### src/rtl/axi_pkg.sv
`default_nettype none

package axi_pkg;

  // Master-side ID width
  localparam int ID_BITS = 4;

  // Master field sits in the top bits of the extended ID
  localparam int MSEL_BITS = 2;
  localparam int IDS_BITS = ID_BITS + MSEL_BITS;

  localparam int RESP_BITS = 2;
  localparam int NUM_SLAVES = 3;

  // Arbiter lock state, one value per slave plus idle
  typedef enum logic [1:0] {
    LOCK_NO = 2'd0,
    LOCK_S0 = 2'd1,
    LOCK_S1 = 2'd2,
    LOCK_S2 = 2'd3
  } lock_state_t;

  // Decode result, MASTER_U for fields that name no master
  typedef enum logic [1:0] {
    MASTER_0 = 2'd0,
    MASTER_1 = 2'd1,
    MASTER_U = 2'd2
  } master_sel_t;

  function automatic master_sel_t master_decode(input logic [IDS_BITS-1:0] id);
    logic [MSEL_BITS-1:0] field;
    master_sel_t sel;
    field = id[IDS_BITS-1 -: MSEL_BITS];
    case (field)
      2'd0:    sel = MASTER_0;
      2'd1:    sel = MASTER_1;
      default: sel = MASTER_U; // Values 2 and 3 are dropped
    endcase
    return sel;
  endfunction

endpackage

`default_nettype wire

### src/rtl/b_chan_if.sv
`timescale 1ns/1ps
`default_nettype none

interface b_chan_if
  import axi_pkg::*;
();

  logic [IDS_BITS-1:0]  id;
  logic [RESP_BITS-1:0] resp;
  logic                 valid;
  logic                 ready;

  modport source (
    output id,
    output resp,
    output valid,
    input  ready
  );

  modport sink (
    input  id,
    input  resp,
    input  valid,
    output ready
  );

endinterface

`default_nettype wire

### src/rtl/b_slave_capture.sv
`timescale 1ns/1ps
`default_nettype none

module b_slave_capture
  import axi_pkg::*;
(
  input  logic                 clk,
  input  logic                 rstn,
  input  logic [IDS_BITS-1:0]  s_id,
  input  logic [RESP_BITS-1:0] s_resp,
  input  logic                 s_valid,
  output logic                 s_ready,
  b_chan_if.source             out
);

  logic                 full;
  logic [IDS_BITS-1:0]  id_q;
  logic [RESP_BITS-1:0] resp_q;
  logic                 load;
  logic                 take;

  assign s_ready = !full; // Accept only into an empty slot
  assign load    = s_valid && s_ready;
  assign take    = out.valid && out.ready;

  always_ff @(posedge clk, negedge rstn) begin
    if (!rstn) begin
      full <= 1'b0;
    end else if (load) begin
      full <= 1'b1;
    end else if (take) begin
      full <= 1'b0;
    end
  end

  // Payload stays put while full
  always_ff @(posedge clk) begin
    if (load) begin
      id_q   <= s_id;
      resp_q <= s_resp;
    end
  end

  assign out.valid = full;
  assign out.id    = id_q;
  assign out.resp  = resp_q;

endmodule

`default_nettype wire

### src/rtl/b_lock_arbiter.sv
`timescale 1ns/1ps
`default_nettype none

module b_lock_arbiter
  import axi_pkg::*;
(
  input  logic   clk,
  input  logic   rstn,
  b_chan_if.sink in0,
  b_chan_if.sink in1,
  b_chan_if.sink in2,
  b_chan_if.source out
);

  lock_state_t lock;
  lock_state_t lock_next;
  logic        xfer;

  assign xfer = out.valid && out.ready;

  always_ff @(posedge clk, negedge rstn) begin
    if (!rstn) begin
      lock <= LOCK_NO;
    end else begin
      lock <= lock_next;
    end
  end

  // Hold the lock until the output handshake, then look past the current slave
  always_comb begin
    lock_next = lock;
    unique case (lock)
      LOCK_NO: begin
        if (in0.valid) begin
          lock_next = LOCK_S0;
        end else if (in1.valid) begin
          lock_next = LOCK_S1;
        end else if (in2.valid) begin
          lock_next = LOCK_S2;
        end
      end
      LOCK_S0: begin
        if (xfer) begin
          lock_next = in1.valid ? LOCK_S1 : (in2.valid ? LOCK_S2 : LOCK_NO);
        end
      end
      LOCK_S1: begin
        if (xfer) begin
          lock_next = in2.valid ? LOCK_S2 : (in0.valid ? LOCK_S0 : LOCK_NO);
        end
      end
      LOCK_S2: begin
        if (xfer) begin
          lock_next = in0.valid ? LOCK_S0 : (in1.valid ? LOCK_S1 : LOCK_NO);
        end
      end
    endcase
  end

  // Output mux and ready return, nothing goes out while idle
  always_comb begin
    out.valid = 1'b0;
    out.id    = '0;
    out.resp  = '0;
    in0.ready = 1'b0;
    in1.ready = 1'b0;
    in2.ready = 1'b0;
    unique case (lock)
      LOCK_S0: begin
        out.valid = in0.valid;
        out.id    = in0.id;
        out.resp  = in0.resp;
        in0.ready = out.ready;
      end
      LOCK_S1: begin
        out.valid = in1.valid;
        out.id    = in1.id;
        out.resp  = in1.resp;
        in1.ready = out.ready;
      end
      LOCK_S2: begin
        out.valid = in2.valid;
        out.id    = in2.id;
        out.resp  = in2.resp;
        in2.ready = out.ready;
      end
      LOCK_NO: ;
    endcase
  end

endmodule

`default_nettype wire

### src/rtl/b_master_decoder.sv
`timescale 1ns/1ps
`default_nettype none

module b_master_decoder
  import axi_pkg::*;
(
  b_chan_if.sink               in,
  output logic [ID_BITS-1:0]   m0_id,
  output logic [RESP_BITS-1:0] m0_resp,
  output logic                 m0_valid,
  input  logic                 m0_ready,
  output logic [ID_BITS-1:0]   m1_id,
  output logic [RESP_BITS-1:0] m1_resp,
  output logic                 m1_valid,
  input  logic                 m1_ready
);

  master_sel_t sel;

  assign sel = master_decode(in.id);

  // Payload goes to both, only valid is steered
  assign m0_id   = in.id[ID_BITS-1:0];
  assign m0_resp = in.resp;
  assign m1_id   = in.id[ID_BITS-1:0];
  assign m1_resp = in.resp;

  always_comb begin
    m0_valid = 1'b0;
    m1_valid = 1'b0;
    in.ready = 1'b0;
    case (sel)
      MASTER_0: begin
        m0_valid = in.valid;
        in.ready = m0_ready;
      end
      MASTER_1: begin
        m1_valid = in.valid;
        in.ready = m1_ready;
      end
      default: begin
        in.ready = 1'b1; // Unassigned, drain it
      end
    endcase
  end

endmodule

`default_nettype wire

### src/rtl/axi_b_router.sv
`timescale 1ns/1ps
`default_nettype none

module axi_b_router
  import axi_pkg::*;
(
  input  logic                 clk,
  input  logic                 rstn,
  // Slave 0
  input  logic [IDS_BITS-1:0]  s0_id,
  input  logic [RESP_BITS-1:0] s0_resp,
  input  logic                 s0_valid,
  output logic                 s0_ready,
  // Slave 1
  input  logic [IDS_BITS-1:0]  s1_id,
  input  logic [RESP_BITS-1:0] s1_resp,
  input  logic                 s1_valid,
  output logic                 s1_ready,
  // Slave 2
  input  logic [IDS_BITS-1:0]  s2_id,
  input  logic [RESP_BITS-1:0] s2_resp,
  input  logic                 s2_valid,
  output logic                 s2_ready,
  // Master 0
  output logic [ID_BITS-1:0]   m0_id,
  output logic [RESP_BITS-1:0] m0_resp,
  output logic                 m0_valid,
  input  logic                 m0_ready,
  // Master 1
  output logic [ID_BITS-1:0]   m1_id,
  output logic [RESP_BITS-1:0] m1_resp,
  output logic                 m1_valid,
  input  logic                 m1_ready
);

  b_chan_if cap_if0 ();
  b_chan_if cap_if1 ();
  b_chan_if cap_if2 ();
  b_chan_if arb_if ();

  b_slave_capture cap0_i (
    .clk(clk), .rstn(rstn),
    .s_id(s0_id), .s_resp(s0_resp), .s_valid(s0_valid), .s_ready(s0_ready),
    .out(cap_if0.source)
  );

  b_slave_capture cap1_i (
    .clk(clk), .rstn(rstn),
    .s_id(s1_id), .s_resp(s1_resp), .s_valid(s1_valid), .s_ready(s1_ready),
    .out(cap_if1.source)
  );

  b_slave_capture cap2_i (
    .clk(clk), .rstn(rstn),
    .s_id(s2_id), .s_resp(s2_resp), .s_valid(s2_valid), .s_ready(s2_ready),
    .out(cap_if2.source)
  );

  b_lock_arbiter arb_i (
    .clk (clk),
    .rstn(rstn),
    .in0 (cap_if0.sink),
    .in1 (cap_if1.sink),
    .in2 (cap_if2.sink),
    .out (arb_if.source)
  );

  // Combinational, no added latency
  b_master_decoder dec_i (
    .in      (arb_if.sink),
    .m0_id   (m0_id),
    .m0_resp (m0_resp),
    .m0_valid(m0_valid),
    .m0_ready(m0_ready),
    .m1_id   (m1_id),
    .m1_resp (m1_resp),
    .m1_valid(m1_valid),
    .m1_ready(m1_ready)
  );

endmodule

`default_nettype wire

### config.mk
export PLATFORM = sky130hd
export DESIGN_NAME = axi_b_router
export DESIGN_NICKNAME = d
export VERILOG_FILES = /design/src/rtl/axi_pkg.sv /design/src/rtl/b_chan_if.sv /design/src/rtl/b_slave_capture.sv /design/src/rtl/b_lock_arbiter.sv /design/src/rtl/b_master_decoder.sv /design/src/rtl/axi_b_router.sv
export SDC_FILE = /design/constraint.sdc
export NUM_CORES = 1
export LEC_CHECK = 0
export ABC_AREA = 1
export ABC_CLOCK_PERIOD_IN_PS = 1650
export BUFFER_PORTS_ARGS = -buffer_cell sky130_fd_sc_hd__buf_2
export CAP_MARGIN = 20
export CORE_UTILIZATION = 30
export CTS_CLUSTER_DIAMETER = 40
export DETAILED_ROUTE_END_ITERATION = 7
export GPL_ROUTABILITY_DRIVEN = 0
export SETUP_SLACK_MARGIN = 0.3
export SYNTH_ARGS = -nofsm -noshare
export SYNTH_HDL_FRONTEND = slang
export SYNTH_SLANG_ARGS = --single-unit
### constraint.sdc
create_clock -name clk -period 1.65 [get_ports clk]
set_clock_uncertainty 0.05 [all_clocks]
set_input_delay 0.0825 -clock clk [delete_from_list [all_inputs] [get_ports clk]]
set_output_delay 0.0825 -clock clk [all_outputs]
set_load 0.005 [all_outputs]
# Word level (Yosys, flattened, before mapping)
# Cells that the tools add are included.
word_totals:
  in_bits: 31
  register_bits: 29
  elab_cells: 65
  output_inout_bits: 17
op_classes:
  n_eq_ne: 9
  n_reduce_logical: 17
  n_mux: 29
op_table:
  columns: ["operator", "n"]
  rows:
  - ["two-way mux 2 bit", 11]
  - ["one-hot mux 6 bit (3 select lines)", 1]
  - ["two-way mux 1 bit", 12]
  - ["one-hot mux 2 bit (4 select lines)", 1]
  - ["logical AND 1 bit", 7]
  - ["equality test 2 x 1 -> 1 bit, second input constant", 3]
  - ["zero test 2 bit", 3]
  - ["!= test 2 x 1 -> 1 bit, second input constant", 3]
  - ["one-hot mux 2 bit (3 select lines)", 1]
  - ["nonzero test 2 bit", 3]
  - ["equality test 2 bit, second input constant", 2]
  - ["!= test 4 bit, second input constant", 1]
  - ["one-hot mux 2 bit (2 select lines)", 1]
  - ["AND reduction 4 bit", 1]
  - ["zero test 1 bit", 3]
  - ["one-hot mux 1 bit (3 select lines)", 1]
  - ["one-hot mux 1 bit (2 select lines)", 1]

# Depth between registers and ports, before layout
logic_depth:
  word_depth: 10
  mapped_depth: 11

# Hierarchy
# From an unflattened synthesis, not the netlist that was laid out.
unflattened:
  hier_cells: 144
  area_unflattened_um2: 1412.6
modules_own_cells:
  columns: ["mod", "n_inst", "cells_each", "area_per_inst_um2"]
  rows:
  - ["b_slave_capture", 3, 15, 292.8]
  - ["b_lock_arbiter", 1, 78, 406.6]
  - ["b_master_decoder", 1, 21, 127.6]

# Least setup slack after synthesis
# OpenSTA, ideal clock, no wires.
synth_path:
  path_type: "register to register"
  from: "reg arb_i.lock[1]"
  to: "reg arb_i.lock[0]"
  path_stages_with_launch: 11
  t_arrival_ns: 1.161
  setup_slack_ns: 0.323
  path_buffers: 0
  cell_sequence: "dfrtp_1 inv_2 nand2_2 nor2_2 nor2_1 nand3_2 nand3_2 nand2_2 nand2_1 nand2_1 nand2_1"
synth_via:
  elab_chain_len: 9
  elab_cells_between_ends: 19
  classes_between: "9 x eq/ne; 5 x mux; 5 x reduce/logical"
synth_rtl:
  columns: ["element", "line", "rtl"]
  rows:
  - ["from (decl)", "b_lock_arbiter.sv:15", "lock_state_t lock;"]
  - ["from (signal assigned)", "b_lock_arbiter.sv:25", "lock <= lock_next;"]
  - ["equality test 2 bit / equality test 2 x 1 -> 1 bit (equally long branches)", "b_lock_arbiter.sv:32, b_lock_arbiter.sv:68", null]
  - ["one-hot mux 6 bit (3 select lines)", "b_lock_arbiter.sv:68", "unique case (lock)"]
  - ["equality test 2 x 1 -> 1 bit / zero test 2 bit (equally long branches)", "axi_pkg.sv:34", "case (field)"]
  - ["one-hot mux 2 bit (2 select lines)", "axi_pkg.sv:34", null]
  - ["equality test 2 x 1 -> 1 bit / zero test 2 bit (equally long branches)", "b_master_decoder.sv:32", "case (sel)"]
  - ["one-hot mux 1 bit (2 select lines)", "b_master_decoder.sv:32", null]
  - ["logical AND 1 bit", "b_lock_arbiter.sv:19", "assign xfer = out.valid && out.ready;"]
  - ["!= test 2 x 1 -> 1 bit (no source line)", null, null]
  - ["AND reduction 4 bit (no source line)", null, null]
# Parallel ways exist; a longest one is shown, timed or not.
# A chain may end at the register's enable or synchronous reset.

# Worst setup path after layout
layout_path:
  from: "reg arb_i.lock[1]"
  to: "out m0_valid"
layout_via:
  elab_chain_len: 6
  elab_cells_between_ends: 10
  classes_between: "4 x eq/ne; 4 x mux; 2 x reduce/logical"
layout_rtl:
  columns: ["element", "line", "rtl"]
  rows:
  - ["equality test 2 bit / equality test 2 x 1 -> 1 bit (equally long branches)", "b_lock_arbiter.sv:68", null]
  - ["one-hot mux 6 bit (3 select lines)", "b_lock_arbiter.sv:68", null]
  - ["equality test 2 x 1 -> 1 bit / zero test 2 bit (equally long branches)", "axi_pkg.sv:34", null]
  - ["one-hot mux 2 bit (2 select lines)", "axi_pkg.sv:34", null]
  - ["zero test 2 bit", "b_master_decoder.sv:32", null]
  - ["two-way mux 1 bit (*)", "b_master_decoder.sv:32", null]
  - ["to (decl)", "axi_b_router.sv:27", "output logic m0_valid,"]
# Mark *: on every way between the ends. The rest lies on a longest branch, timed or not.

==> run summary <==
The flow ran to the end, but the final reports show violations. The checks that failed: setup timing. Once placement completed, the tool counted placed cells totaling 231.

The pre-CTS worst setup slack came out at 0.136 ns. The via count normalized by instance count came out at 4.43. The standby leakage power came out at 1.06 nW.

The critical path in this run is classified as flop to output pin. Relative to the synthesized area, the layout overhead comes to 66.7%. The proportion of netlist area held by the largest area contributor is 52.9%. Across the run, the number of max-cap violations was 0. After clock tree synthesis, the clock-pin slew on the worst setup and hold paths is 0.06 ns.

The critical path buffer and inverter count is 4. The horizontal die dimension came out at 69.4 um. The maximum number of pins on one net before global-route repair is 11. The worst setup path is launched from a flop. The TritonCTS buffer count came out at 5. Across all layers, the routed design uses 1,222 vias.

The cell family contributing the most delay on the critical path is flip-flops. The signal on the critical path passes through inv_4 > nand2_2 > inv_2 > nand2_1 > o211ai_2 > inv_2 > nor4_4 > buf_2. Summed over all instances, the cell type with the most area after synthesis is sky130_fd_sc_hd__edfxtp_1. The kind of path behind the tightest hold check is primary input to flop. Data on the critical path arrives at its endpoint at 1.54 ns. The startpoint identified for the worst register-to-register timing path is arb_i.lock[1]. The number of input and output port buffers inserted came out at 47.

The site row count came out at 24. The startpoint identified for the worst hold timing path is s0_valid. The number of filler instances in the final layout is 386.

Dividing the final minimum period by the clock period gives 101%. The stage delay of the slowest cell on the critical path came out at 0.46 ns. The synthesized netlist cell count is 133.

CTS placed an instance of sky130_fd_sc_hd__clkbuf_8 at the clock tree root. The slew of the pin with the lowest slew margin is 0.245 ns. The die outline area is 0.00482 mm2. The final critical-path required period came out at 1.67 ns. The post-route netlist has 53.1% of its cells at a drive strength greater than 1. The synthesized design contains 29 register bits. Each instance of the synthesized netlist takes up on average 10.2 um2. The violation count after the first detailed-routing iteration is 40.

The initial antenna violation count is 0. The share of the yosys chip area belonging to registers is 62.1%. The number of warnings reported in the yosys synthesis log is 0.

The total core area came out at 0.00435 mm2. In this run, synthesis inferred 24 flip-flops with an integrated enable. The number of nets in the synthesized netlist is 164.

The total overflow left after global routing is 0. The diode insertion count for antenna repair is 0. The deepest clock path buffer count came out at 2. The number of clock sinks seen by CTS is 29.

The number of global-route vias before repair came out at 1,211. The final-report hold violation count came out at 0. The critical path's slowest cell is sky130_fd_sc_hd__dfrtp_2. The path depth of the worst reg2reg path came out at 10. The wire length after detailed routing came out at 3.53 mm. The vertical extent of the die came out at 69.4 um. In the final design database the tool counted 254 nets. The post-synthesis async set-or-reset flop share is 17.2%. The normalized max-slew margin came out at 83.6%. The remaining design rule violation count is 0. The average detailed-routed wire length per instance came out at 12.8 um. The endpoint class of the critical path is an output pin.

The number of routed nets with antenna violations is 0. The detailed-router iteration count before antenna repair is 4. At the worst endpoint, the required time is 1.52 ns. The worst-case register-to-register setup slack is 0.01 ns. The H-tree generated during clock tree synthesis spans 2 levels. After synthesis, the most frequently instantiated cells are sky130_fd_sc_hd__nand2_1, sky130_fd_sc_hd__edfxtp_1, sky130_fd_sc_hd__nand3_1, sky130_fd_sc_hd__inv_1, sky130_fd_sc_hd__nor2_1. The end of the worst hold path is cap0_i.out.valid. The number of gates on the worst path with buffers counted is 8. After synthesis the cells add up to 0.00136 mm2. In this run the count of I/O pins placed on the die edge is 48. The highest ir drop seen on vdd came out at 0.671 mV. Excluding fillers, the count of instances in the completed layout stands at 276. The most common cell in the synthesized netlist is sky130_fd_sc_hd__nand2_1.

The count of final max-slew check failures was 0. The number of distinct library cell variants in the gate-level netlist after synthesis is 20. The setup violation total in the final timing report came out at 2. Timing would allow up to 0.598 GHz. The insertion delay to the later sink of the worst-skew pair came out at 0.28 ns. In the post-synthesis netlist, the biggest area contributors are sky130_fd_sc_hd__edfxtp_1, sky130_fd_sc_hd__nand2_1, sky130_fd_sc_hd__dfrtp_1. The first global-routing pass estimated 5.50 mm of wire. TritonCTS built the clock tree. Setup repair after global routing could not meet its margin everywhere. For this configuration, the core starts out at a cell density of 31.3%. The endpoint identified for the worst register-to-register timing path is arb_i.lock[1]. Counting stages on the worst path, the most repeated cell is sky130_fd_sc_hd__inv_2. The global routing usage summed across all routing layers is 15.4%. The detailed placement HPWL is 2.22 mm.

The most used flip-flop cell after synthesis is sky130_fd_sc_hd__edfxtp_1. The number of stages on the worst hold path is 3. After layout, the worst setup slack is -0.0211 ns. The power density normalized to cell area is 1690 mW/mm2. The biggest fanout along the worst timing path is 6.
kinds of logic after synthesis:
kind of cell    after synthesis  share of synthesized area, %
simple gates                 72                          24.8
flops                        29                          62.1
buf+inv                      24                          9.09
compound gates                8                          4.04
worst max-delay path by stage:
| stage | endpoint | slack (ns) | from |
|---|---|---|---|
| after floorplan | arb_i.lock[0] | 0.32 | arb_i.lock[1] |
| final | m0_valid | -0.02 | arb_i.lock[1] |
| after global placement | arb_i.lock[1] | 0.17 | arb_i.lock[0] |
| after global routing | m1_valid | -0.14 | arb_i.lock[1] |
| after detailed placement | arb_i.lock[0] | 0.14 | arb_i.lock[0] |
| after CTS | m1_valid | 0.01 | arb_i.lock[1] |
report_power, final:
part / internal (W) / switching (W) / total, W
logic: 0.000925 / 0.00106 / 0.00198
clock network: 0.000443 / 0.000262 / 0.000706
registers: 0.000992 / 0.000165 / 0.00116
total: 0.00236 / 0.00149 / 0.00385
worst min-delay path, delay by kind of cell:
kind,cells,cell delay [ns]
buffers and inverters,2,0.15
AO/OA/AOI/OAI,1,0.06
area by class of cell:
cell class	count	area (um2)	area share, %
clock buffer	5	68.8	3.03
inverter	15	63.8	2.81
tap	52	65.1	2.87
timing repair buffer	92	658	29.0
clock inverter	3	41.3	1.82
multi-input combinational	80	526	23.1
sequential	29	848	37.4
timing repair:
action,4_1_cts,5_1_grt
pin swaps,6,8
gates resized for setup,35,10
hold buffers,25,0
hold endpoints to repair,29,0
endpoints found under the setup margin,19,19
setup buffers,8,4
per-layer routing:
layer  vias to the layer above  global-route usage, %  part of all wire (%)  routed length (um)
met5                         -                      0                     0                   0
met4                         0                   7.03                   1.5                  53
met3                         7                   5.81                   5.9                 207
met2                        51                   27.5                    54                1900
met1                       547                   15.9                    39                1370
li1                        617                      -                     -                   -
stage by stage:
stage          cell area (um2)  utilization [%]  TNS [ns]  hold slack [ns]  total power, W
2_1_floorplan             1360                -         0           -0.263         0.00210
3_3_place_gp              1660             38.0         0           -0.136         0.00251
3_5_place_dp              1660             38.0         0           -0.139         0.00253
4_1_cts                   2200             50.5         0          0.00450         0.00365
5_1_grt                   2270             52.2    -0.396          0.00369         0.00410
6_report                  2270             52.2   -0.0308           0.0119         0.00385
cells in the final DEF, fill, tap and decap left out, types with 3 or more instances in the layout:
cell and count:
sky130_fd_sc_hd__clkbuf_8 5, sky130_fd_sc_hd__dfrtp_1 3, sky130_fd_sc_hd__buf_4 14, sky130_fd_sc_hd__nand3_2 14, sky130_fd_sc_hd__dlygate4sd3_1 25, sky130_fd_sc_hd__nor2_2 3, sky130_fd_sc_hd__buf_6 6, sky130_fd_sc_hd__o21ai_0 5
sky130_fd_sc_hd__inv_1 10, sky130_fd_sc_hd__nand2_1 22, sky130_fd_sc_hd__inv_2 3, sky130_fd_sc_hd__edfxtp_1 24, sky130_fd_sc_hd__buf_2 47, sky130_fd_sc_hd__nor2_1 5, sky130_fd_sc_hd__nand3_1 8, sky130_fd_sc_hd__nand2_2 15
state kept, by name, summed over array words and instances (netlist names):
register	cells
cap2_i.out.resp	2
cap0_i.out.valid	1
cap0_i.out.id	6
cap2_i.out.valid	1
arb_i.lock	2
cap1_i.out.id	6
cap0_i.out.resp	2
cap1_i.out.valid	1
cap2_i.out.id	6
cap1_i.out.resp	2
No activity file was read; power rests on OpenSTA's default activity.
